===== config.mk =====
export PLATFORM = sky130hd
export DESIGN_NAME = net_config_top
export DESIGN_NICKNAME = d
export VERILOG_FILES = /design/src/source/net_pkg.sv /design/src/source/net_cmd_arbiter.sv /design/src/source/net_reg_slice.sv /design/src/source/net_config_regs.sv /design/src/source/net_config_top.sv
export SDC_FILE = /design/constraint.sdc
export NUM_CORES = 1
export LEC_CHECK = 0
export ABC_AREA = 1
export BUFFER_PORTS_ARGS = -buffer_cell sky130_fd_sc_hd__buf_2
export CORE_AREA = 3 3 206 127
export DETAILED_ROUTE_END_ITERATION = 8
export DIE_AREA = 0 0 209 130
export PLACE_DENSITY = 0.69
export SYNTH_ARGS = -nofsm -noshare
export SYNTH_HDL_FRONTEND = slang
export SYNTH_SLANG_ARGS = --single-unit

===== constraint.sdc =====
create_clock -name aclk -period 4.5 [get_ports aclk]
set_input_delay 0.675 -clock aclk [delete_from_list [all_inputs] [get_ports aclk]]
set_output_delay 0.675 -clock aclk [all_outputs]
set_load 0.02 [all_outputs]

===== src/source/net_pkg.sv =====
// Network configuration path: address types and the tagged command word

package net_pkg;

    // Width of the command payload, sized for the widest address
    localparam int CMD_DATA_BITS = 48;

    // IPv4 address
    typedef logic [31:0] ip_addr_t;

    // Ethernet MAC address
    typedef logic [47:0] mac_addr_t;

    // Command kinds carried through the slice chain
    // 2'b11 is unused and never issued by the arbiter
    typedef enum logic [1:0] {
        CMD_SET_IP     = 2'd0,
        CMD_SET_MAC    = 2'd1,
        CMD_ARP_LOOKUP = 2'd2
    } net_cmd_kind_t;

    // Tagged command word
    // IP values sit in the low 32 bits, upper bits are zero
    typedef struct packed {
        net_cmd_kind_t              kind;
        logic [CMD_DATA_BITS-1:0]   data;
    } net_cmd_t;

endpackage


===== src/source/net_cmd_arbiter.sv =====
// Command arbiter: round-robin merge of IP, MAC and ARP requests into one tagged stream

`timescale 1ns/1ps

module net_cmd_arbiter (
    input  logic                    aclk,
    input  logic                    aresetn,

    // Set IP address
    input  logic                    set_ip_valid,
    output logic                    set_ip_ready,
    input  net_pkg::ip_addr_t       set_ip_data,

    // Set MAC address
    input  logic                    set_mac_valid,
    output logic                    set_mac_ready,
    input  net_pkg::mac_addr_t      set_mac_data,

    // ARP lookup request
    input  logic                    arp_req_valid,
    output logic                    arp_req_ready,
    input  net_pkg::ip_addr_t       arp_req_data,

    // Merged command stream
    output logic                    cmd_valid,
    input  logic                    cmd_ready,
    output net_pkg::net_cmd_t       cmd
);

    logic [2:0]         req;
    logic [2:0]         grant;
    logic [1:0]         grant_idx;
    logic [1:0]         last_grant;
    logic               can_load;
    logic               load;
    net_pkg::net_cmd_t  next_cmd;

    assign req = {arp_req_valid, set_mac_valid, set_ip_valid};

    // Output register free now or emptied on this edge
    assign can_load = !cmd_valid || cmd_ready;
    assign load     = can_load && (|req);

    // First requester after the last one granted
    always_comb begin : grant_select
        int unsigned idx;
        grant     = '0;
        grant_idx = 2'd0;
        for (int unsigned off = 1; off <= 3; off++) begin
            idx = (32'(last_grant) + off) % 3;
            if (req[idx] && !(|grant)) begin
                grant[idx] = 1'b1;
                grant_idx  = 2'(idx);
            end
        end
    end

    // Idle channels see ready, so all readies are high out of reset
    assign set_ip_ready  = can_load && (grant[0] || !set_ip_valid);
    assign set_mac_ready = can_load && (grant[1] || !set_mac_valid);
    assign arp_req_ready = can_load && (grant[2] || !arp_req_valid);

    // Tag and widen the granted payload
    always_comb begin
        case (grant_idx)
            2'd0: begin
                next_cmd.kind = net_pkg::CMD_SET_IP;
                next_cmd.data = {{(net_pkg::CMD_DATA_BITS - $bits(net_pkg::ip_addr_t)){1'b0}},
                                 set_ip_data};
            end
            2'd1: begin
                next_cmd.kind = net_pkg::CMD_SET_MAC;
                next_cmd.data = set_mac_data;
            end
            default: begin
                next_cmd.kind = net_pkg::CMD_ARP_LOOKUP;
                next_cmd.data = {{(net_pkg::CMD_DATA_BITS - $bits(net_pkg::ip_addr_t)){1'b0}},
                                 arp_req_data};
            end
        endcase
    end

    // Pointer starts on ARP so the IP channel wins the first round
    always_ff @(posedge aclk) begin
        if (!aresetn) begin
            cmd_valid  <= 1'b0;
            last_grant <= 2'd2;
        end else if (load) begin
            cmd_valid  <= 1'b1;
            last_grant <= grant_idx;
        end else if (cmd_ready) begin
            cmd_valid  <= 1'b0;
        end
    end

    always_ff @(posedge aclk) begin
        if (load) begin
            cmd <= next_cmd;
        end
    end

    // Only one channel may hand over a command per cycle
    assert property (@(posedge aclk) disable iff (!aresetn)
        $onehot0({set_ip_valid && set_ip_ready,
                  set_mac_valid && set_mac_ready,
                  arp_req_valid && arp_req_ready}))
        else $error("arbiter accepted more than one request in a cycle");

endmodule


===== src/source/net_reg_slice.sv =====
// Register slice: one valid/ready pipeline stage for an arbitrary payload type

`timescale 1ns/1ps

module net_reg_slice #(
    parameter type payload_t = logic [31:0]
) (
    input  logic        aclk,
    input  logic        aresetn,

    // Upstream side
    input  logic        s_valid,
    output logic        s_ready,
    input  payload_t    s_data,

    // Downstream side
    output logic        m_valid,
    input  logic        m_ready,
    output payload_t    m_data
);

    logic       full;
    payload_t   data_q;

    // Full stage can still take a new word when it drains on the same edge
    assign s_ready = !full || m_ready;

    assign m_valid = full;
    assign m_data  = data_q;

    always_ff @(posedge aclk) begin
        if (!aresetn) begin
            full <= 1'b0;
        end else if (s_valid && s_ready) begin
            full <= 1'b1;
        end else if (m_ready) begin
            full <= 1'b0;
        end
    end

    // Payload register, loaded only on an upstream transfer
    always_ff @(posedge aclk) begin
        if (s_valid && s_ready) begin
            data_q <= s_data;
        end
    end

    // A stalled word must not change under the consumer
    assert property (@(posedge aclk) disable iff (!aresetn)
        (m_valid && !m_ready) |=> (m_valid && $stable(m_data)))
        else $error("slice output changed while stalled");

endmodule


===== src/source/net_config_regs.sv =====
// Configuration registers: hold IP and MAC addresses and forward ARP lookups to the network side

`timescale 1ns/1ps

module net_config_regs (
    input  logic                    aclk,
    input  logic                    aresetn,

    // Command stream from the slice chain
    input  logic                    cmd_valid,
    output logic                    cmd_ready,
    input  net_pkg::net_cmd_t       cmd,

    // Current addresses
    output net_pkg::ip_addr_t       ip_addr,
    output net_pkg::mac_addr_t      mac_addr,

    // ARP lookups towards the network side
    output logic                    arp_out_valid,
    input  logic                    arp_out_ready,
    output net_pkg::ip_addr_t       arp_out_data
);

    logic               cmd_xfer;
    logic               arp_full;
    logic               arp_load;
    net_pkg::ip_addr_t  arp_data_q;

    // Stall every command while a lookup waits, which keeps the stream in order
    assign cmd_ready = !arp_full || arp_out_ready;
    assign cmd_xfer  = cmd_valid && cmd_ready;
    assign arp_load  = cmd_xfer && (cmd.kind == net_pkg::CMD_ARP_LOOKUP);

    assign arp_out_valid = arp_full;
    assign arp_out_data  = arp_data_q;

    // Address registers
    always_ff @(posedge aclk) begin
        if (!aresetn) begin
            ip_addr  <= '0;
            mac_addr <= '0;
        end else if (cmd_xfer) begin
            case (cmd.kind)
                net_pkg::CMD_SET_IP: begin
                    ip_addr <= cmd.data[$bits(net_pkg::ip_addr_t)-1:0];
                end
                net_pkg::CMD_SET_MAC: begin
                    mac_addr <= cmd.data;
                end
                default: begin
                    // ARP lookups leave both addresses alone
                end
            endcase
        end
    end

    // One-entry lookup buffer
    always_ff @(posedge aclk) begin
        if (!aresetn) begin
            arp_full <= 1'b0;
        end else if (arp_load) begin
            arp_full <= 1'b1;
        end else if (arp_out_ready) begin
            arp_full <= 1'b0;
        end
    end

    always_ff @(posedge aclk) begin
        if (arp_load) begin
            arp_data_q <= cmd.data[$bits(net_pkg::ip_addr_t)-1:0];
        end
    end

    // Arbiter tagging and slice chain must never deliver the unused code
    assert property (@(posedge aclk) disable iff (!aresetn)
        cmd_xfer |-> (cmd.kind inside {net_pkg::CMD_SET_IP,
                                       net_pkg::CMD_SET_MAC,
                                       net_pkg::CMD_ARP_LOOKUP}))
        else $error("command with unknown kind reached the config registers");

endmodule


===== src/source/net_config_top.sv =====
// Network configuration top: arbiter, register slice chain and configuration registers on aclk

`timescale 1ns/1ps

module net_config_top #(
    parameter int N_STAGES = 3
) (
    input  logic                    aclk,
    input  logic                    aresetn,

    // User command channels
    input  logic                    set_ip_valid,
    output logic                    set_ip_ready,
    input  net_pkg::ip_addr_t       set_ip_data,

    input  logic                    set_mac_valid,
    output logic                    set_mac_ready,
    input  net_pkg::mac_addr_t      set_mac_data,

    input  logic                    arp_req_valid,
    output logic                    arp_req_ready,
    input  net_pkg::ip_addr_t       arp_req_data,

    // Current addresses
    output net_pkg::ip_addr_t       ip_addr,
    output net_pkg::mac_addr_t      mac_addr,

    // ARP lookups to the network side
    output logic                    arp_out_valid,
    input  logic                    arp_out_ready,
    output net_pkg::ip_addr_t       arp_out_data
);

    // Chain links, index 0 is the arbiter output, N_STAGES feeds the registers
    logic [N_STAGES:0]  stg_valid;
    logic [N_STAGES:0]  stg_ready;
    net_pkg::net_cmd_t  stg_data [0:N_STAGES];

    net_cmd_arbiter inst_arbiter (
        .aclk           (aclk),
        .aresetn        (aresetn),
        .set_ip_valid   (set_ip_valid),
        .set_ip_ready   (set_ip_ready),
        .set_ip_data    (set_ip_data),
        .set_mac_valid  (set_mac_valid),
        .set_mac_ready  (set_mac_ready),
        .set_mac_data   (set_mac_data),
        .arp_req_valid  (arp_req_valid),
        .arp_req_ready  (arp_req_ready),
        .arp_req_data   (arp_req_data),
        .cmd_valid      (stg_valid[0]),
        .cmd_ready      (stg_ready[0]),
        .cmd            (stg_data[0])
    );

    // Slice chain
    for (genvar i = 0; i < N_STAGES; i++) begin : gen_slice
        net_reg_slice #(
            .payload_t  (net_pkg::net_cmd_t)
        ) inst_slice (
            .aclk       (aclk),
            .aresetn    (aresetn),
            .s_valid    (stg_valid[i]),
            .s_ready    (stg_ready[i]),
            .s_data     (stg_data[i]),
            .m_valid    (stg_valid[i+1]),
            .m_ready    (stg_ready[i+1]),
            .m_data     (stg_data[i+1])
        );
    end

    net_config_regs inst_config_regs (
        .aclk           (aclk),
        .aresetn        (aresetn),
        .cmd_valid      (stg_valid[N_STAGES]),
        .cmd_ready      (stg_ready[N_STAGES]),
        .cmd            (stg_data[N_STAGES]),
        .ip_addr        (ip_addr),
        .mac_addr       (mac_addr),
        .arp_out_valid  (arp_out_valid),
        .arp_out_ready  (arp_out_ready),
        .arp_out_data   (arp_out_data)
    );

endmodule


# Yosys cells after proc, flatten, opt, wreduce, memory -nomap -nowiden
# Cells that the tools add are included.
[totals] register_bits=319 in_bits=118 out_inout_bits=116
[op_classes] add_sub_neg=3 div_mod_pow=3 n_lt_le_gt_ge=6 eq_ne=3 n_mux=29 n_bitwise=2 n_reduce_logical=44
[op_table] cell="one-hot mux 50 bit (2 select lines)" count=1
[op_table] cell="greater-or-equal comparator 32 x 1 -> 1 bit, second input constant" count=3
[op_table] cell="< comparator 32 x 3 -> 1 bit, second input constant" count=3
[op_table] cell="modulo 32 x 2 -> 32 bit, second input constant" count=3
[op_table] cell="2-to-1 mux 1 bit" count=16
[op_table] cell="logical AND 1 bit" count=14
[op_table] cell="logical NOT 1 bit" count=10
[op_table] cell="nonzero test 2 bit" count=5
[op_table] cell="2-to-1 mux 3 bit" count=3
[op_table] cell="OR reduction 3 bit" count=3
[op_table] cell="logical OR 1 bit" count=8
[op_table] cell="adder 2 x 2 -> 3 bit, second input constant" count=2
[op_table] cell="binary-select mux 1 bit (select 2 bit)" count=3
[op_table] cell="demux 1 bit (select 2 bit)" count=3
[op_table] cell="2-to-1 mux 2 bit" count=3
[op_table] cell="bitwise OR 3 bit" count=2
[op_table] cell="== test 2 x 1 -> 1 bit, second input constant" count=2
[op_table] cell="logical NOT 2 bit" count=2
[op_table] cell="AND reduction 2 bit" count=2
[op_table] cell="adder 2 x 1 -> 3 bit, second input constant" count=1
[op_table] cell="== test 2 bit, second input constant" count=1

# Longest topological paths before layout
[logic_depth] word_depth=17 depth_mapped=18 ltp_nobuf=16

# Hierarchy
# From an unflattened synthesis, not the netlist that was laid out.
[hier_totals] hier_cells=1033 hier_area_um2=11890.2
[by_module_without_submodules] module="net_reg_slice" n_inst=3 cells_each=57 area_each_um2=1552.7 seq_area_each_um2=1521.5
[by_module_without_submodules] module="net_config_regs" n_inst=1 cells_each=561 area_each_um2=4446.8 seq_area_each_um2=2582.5
[by_module_without_submodules] module="net_cmd_arbiter" n_inst=1 cells_each=301 area_each_um2=2785.2 seq_area_each_um2=1561.5

# Worst setup path after synthesis
# OpenSTA, ideal clock, no wires.
[synth_path] kind="input port to flip-flop" startpoint="input port arp_out_ready" endpoint="register gen_slice[0].inst_slice.data_q, in the netlist gen_slice[0].inst_slice.m_data[0] (enable)" setup_ns=0.458 arrival_ns=3.144 required_time_ns=4.042 setup_slack_ns=0.897 stages=8 cell_sequence="inv_1 > nand2_1 > nor2_1 > inv_1 > nor2_1 > inv_1 > nor2_1 > nor2_1"
[synth_between] elab_chain_len=5
[synth_lines] item="start, declared" line_no="net_config_top.sv:30" rtl="input logic arp_out_ready,"
[synth_lines] item="logical OR 1 bit" line_no="net_config_regs.sv:30" rtl="assign cmd_ready = !arp_full || arp_out_ready;"
[synth_lines] item="logical OR 1 bit (3 in a row)" line_no="net_reg_slice.sv:26" rtl="assign s_ready = !full || m_ready;"
[synth_lines] item="logical AND 1 bit" line_no="net_reg_slice.sv:43" rtl="if (s_valid && s_ready) begin"
[synth_lines] item="end signal, assigned" line_no="net_reg_slice.sv:44" rtl="data_q <= s_data;"
[synth_lines] item="end, declared" line_no="net_reg_slice.sv:23" rtl="payload_t data_q;"
# Every way passes these cells.
# A chain may end at the register's enable or synchronous reset.

# Final worst setup path
[layout_path] startpoint="register inst_arbiter.last_grant[0]" endpoint="output port set_ip_ready"
[layout_between] elab_chain_len=17 elab_cells_between_ends=40 classes_between="add/sub: 3; div: 3; order compare: 6; mux: 15; bitwise: 2; reduce/logical: 11"
[layout_lines] item="start, declared" line_no="net_cmd_arbiter.sv:33" rtl="logic [1:0] last_grant;"
[layout_lines] item="start signal, assigned" line_no="net_cmd_arbiter.sv:90" rtl="last_grant <= grant_idx;"
[layout_lines] item="adder 2 x 1 -> 3 bit" line_no="net_cmd_arbiter.sv:50" rtl="idx = (32'(last_grant) + off) % 3;"
[layout_lines] item="modulo 32 x 2 -> 32 bit" line_no="net_cmd_arbiter.sv:50"
[layout_lines] item="greater-or-equal comparator 32 x 1 -> 1 bit (not written as such) / < comparator 32 x 3 -> 1 bit (equally long branches)" line_no="net_cmd_arbiter.sv:52" rtl="grant[idx] = 1'b1;"
[layout_lines] item="logical AND 1 bit (not written as such)" line_no="net_cmd_arbiter.sv:52"
[layout_lines] item="2-to-1 mux 1 bit (not written as such)" line_no="net_cmd_arbiter.sv:52"
[layout_lines] item="demux 1 bit (select 2 bit)"
[layout_lines] item="2-to-1 mux 3 bit" line_no="net_cmd_arbiter.sv:51" rtl="if (req[idx] && !(|grant)) begin"
[layout_lines] item="OR reduction 3 bit" line_no="net_cmd_arbiter.sv:51"
[layout_lines] item="logical NOT 1 bit" line_no="net_cmd_arbiter.sv:51"
[layout_lines] item="logical AND 1 bit" line_no="net_cmd_arbiter.sv:51"
[layout_lines] item="2-to-1 mux 3 bit" line_no="net_cmd_arbiter.sv:51"
[layout_lines] item="OR reduction 3 bit" line_no="net_cmd_arbiter.sv:51"
[layout_lines] item="logical NOT 1 bit" line_no="net_cmd_arbiter.sv:51"
[layout_lines] item="logical AND 1 bit" line_no="net_cmd_arbiter.sv:51"
[layout_lines] item="2-to-1 mux 3 bit (*)" line_no="net_cmd_arbiter.sv:51"
[layout_lines] item="logical OR 1 bit (*)" line_no="net_cmd_arbiter.sv:59" rtl="assign set_ip_ready = can_load && (grant[0] || !set_ip_valid);"
[layout_lines] item="logical AND 1 bit (*)" line_no="net_cmd_arbiter.sv:59"
[layout_lines] item="end, declared" line_no="net_config_top.sv:13" rtl="output logic set_ip_ready,"
# Mark *: on every way between the ends. The rest lies on a longest branch, timed or not. The select of a mux whose other input is x is not followed.

==> results.py <==
metrics = {
    "outcome": {
        "status": "completed",
    },
    "placement": {
        "placed_area_um2": 12700,
        "gp_congestion": 0.866,
        "port_buffers": 233,
        "dp.final_hpwl_um": 17300,
        "pre_cts_slack_ns": 1.19,
    },
    "sta": {
        "min_period_over_period_pct": 75.5,
        "hold_violations": 0,
        "rsz0062_at_grt": "false",
        "timing.hold.ws_ns": 0.413,
        "fin_ws_ns": 1.10,
        "finalCriticalPeriod_ns": 3.40,
        "worstMarginPinSlew_ns": 1.18,
        "drv_slew": 0,
        "fmax_ghz": 0.294,
        "tns_ns": 0,
        "fin_skew_ns": 0.0110,
        "setup_viol": 0,
        "max_slew_margin_pct": 21.5,
    },
    "route": {
        "drc_errors": 0,
        "via_per_inst": 5.02,
        "drt_iter0_drc": 685,
        "first_pass_iters": 5,
        "wl_per_cell_um": 17.9,
        "num_vias": 7227,
        "antenna_left": 0,
        "wirelength_um": 25800,
    },
    "power": {
        "pwr_density_cell_nw_per_um2": 604,
        "ir_drop_mv": 0.464,
        "p_leak_nw": 5.63,
    },
    "synthesis": {
        "syn-cell-area_um2": 11200,
        "ys_seq_elements": 319,
        "ys_types": 24,
        "yosysSeqAreaShare_pct": 77.7,
        "netlist_instances": 868,
        "avgSynthCellArea_um2": 12.9,
        "yosysWarnings": 0,
        "syn_nets": 990,
    },
    "clock_network": {
        "cts-resized-gates": 0,
        "clock_tree.root_cell": "clkbuf_16",
        "clk_latency_ns": 0.53,
        "postCtsSetupRepairBufs": 0,
        "hold_buffers": 0,
        "clk_pin_slew_worst_paths_ns": 0.07,
        "cts_max_level": 1,
        "cts_buffers": 28,
        "numClockSinks": 319,
        "tritoncts": "yes",
        "clk_path_buf_depth": 3,
    },
    "global_route": {
        "grt_pass1_wl_um": 39100,
        "grt_usage_pct": 18.6,
        "grt_pass1_vias": 6726,
        "overflow": 0,
        "antenna_found_initial": 4,
        "grt_max_degree": 51,
    },
    "die": {
        "fp.dieH_um": 130,
        "dieArea_um2": 27200,
        "rows": 44,
        "start_util_pct": 46.3,
        "core_area_um2": 24200,
        "num_io_pins": 234,
        "die_width_um": 209,
    },
    "cells_and_area": {
        "fillerInstances": 2022,
        "synthToLayoutAreaGrowth_pct": 21.9,
        "final_area_um2": 13700,
        "finalNetCount": 1219,
        "utilization_pct": 56.4,
        "antenna_cells": 0,
        "drive_above_1_share_pct": 28.0,
    },
    "worst_setup_path": {
        "critPathCaptureType": "output pin",
        "critPathKind": "register to output pin",
        "cp-start-kind": "register",
        "cp.required_ns": 3.83,
        "cp_max_fo": 5,
        "cp.arrival_ns": 2.72,
    },
    "hold_path": {
        "hp-class": "register to register",
    },
    "flow_run": {
        "drv_cap": 0,
    },
}
[logic make-up after synthesis]
kind of cell | count (synthesis) | share of synthesized area [%]
fa+ha+maj | 4 | 0.446
flops | 319 | 77.7
simple gates | 360 | 14.1
buf+inv | 90 | 3.45
compound gates | 95 | 4.36
[placed cells by master (no fill, tap or decap), types with 6 or more instances in the layout]
master	count
buf_2	233
edfxtp_1	232
nand3_1	139
nor2_1	126
dfxtp_1	87
nand2_1	80
o21ai_0	51
a21oi_1	41
inv_1	35
clkbuf_16	29
buf_4	12
inv_2	8
clkinv_2	7
bufinv_16	6
[area by class of cell]
| class | instances | area (um^2) | share of cell area, % |
|---|---|---|---|
| Sequential cell | 319 | 8710 | 63.7 |
| Multi-Input combinational cell | 459 | 2140 | 15.7 |
| Timing Repair Buffer | 245 | 1260 | 9.19 |
| Clock buffer | 34 | 754 | 5.52 |
| Tap cell | 322 | 403 | 2.95 |
| Clock inverter | 18 | 243 | 1.78 |
| Inverter | 44 | 165 | 1.21 |
[metal layers]
metal,part of all wire [%],routed length (um),track usage (%)
met5,0.13,34,0
met2,38,9910,24.9
met4,1.6,415,3.11
met1,51,13200,31.3
met3,8.5,2190,3.48
[synth_stat cells]
cell type	n	area, um^2
a21oi_4	1	16.3
inv_2	5	18.8
buf_6	4	45.0
nor2_1	129	484
or2_2	1	6.26
o21ai_0	51	255
o21a_1	1	7.51
nand2_2	3	18.8
clkbuf_2	1	5.00
a21oi_1	41	205
nor3_1	2	10.0
nand2_1	80	300
ha_1	4	50.1
nand3_1	139	696
inv_1	39	146
edfxtp_1	232	6970
dfxtp_1	87	1740
buf_2	14	70.1
nand3_2	3	30.0
nor2_4	2	22.5
nand2_4	1	11.3
o21ai_1	1	5.00
buf_1	3	11.3
clkbuf_1	24	90.1
[stage by stage]
stage	total power [W]	instances
6_report	0.00826	1441
5_1_grt	0.00871	1441
4_1_cts	0.00832	1441
3_5_place_dp	0.00576	1389
3_3_place_gp	0.00569	1389
2_1_floorplan	0.00537	868
[state kept, by name (all words and copies together) (netlist names)]
register	flops
gen_slice.inst_slice.m_valid	3
inst_config_regs.arp_out_valid	1
inst_config_regs.mac_addr	48
inst_config_regs.ip_addr	32
inst_arbiter.cmd	50
inst_arbiter.last_grant	2
gen_slice.inst_slice.m_data	150
inst_arbiter.cmd_valid	1
inst_config_regs.arp_out_data	32
[final timing paths]
kind,slack (ns),cells past startpoint,startpoint,end
max,1.10,13,inst_arbiter.last_grant[0],set_ip_ready
min,0.41,0,inst_arbiter.cmd[32],gen_slice[0].inst_slice.m_data[32]
max reg2reg,1.11,13,inst_arbiter.last_grant[0],inst_arbiter.cmd[23]
min reg2reg,0.41,0,inst_arbiter.cmd[32],gen_slice[0].inst_slice.m_data[32]
[report_power, final]
| group | switching (W) | leakage (nW) | total (W) | internal (W) |
|---|---|---|---|---|
| logic | 0.00119 | 2.19 | 0.00170 | 0.000506 |
| registers | 0.000166 | 2.95 | 0.00400 | 0.00383 |
| clock network | 0.00102 | 0.491 | 0.00256 | 0.00154 |
| total | 0.00238 | 5.63 | 0.00826 | 0.00588 |
[critical path, stage by stage, from the launching register on]
cell	delay, ns
dfxtp_1	0.37
inv_1	0.09
ha_1	0.39
inv_2	0.12
nand3_2	0.09
nand3_1	0.11
nand2_2	0.09
nand3_1	0.11
nand2_1	0.11
nor2_4	0.18
nand2_2	0.09
nor2_1	0.10
o21a_1	0.17
buf_2	0.18
(Power assumes the default switching activity.)
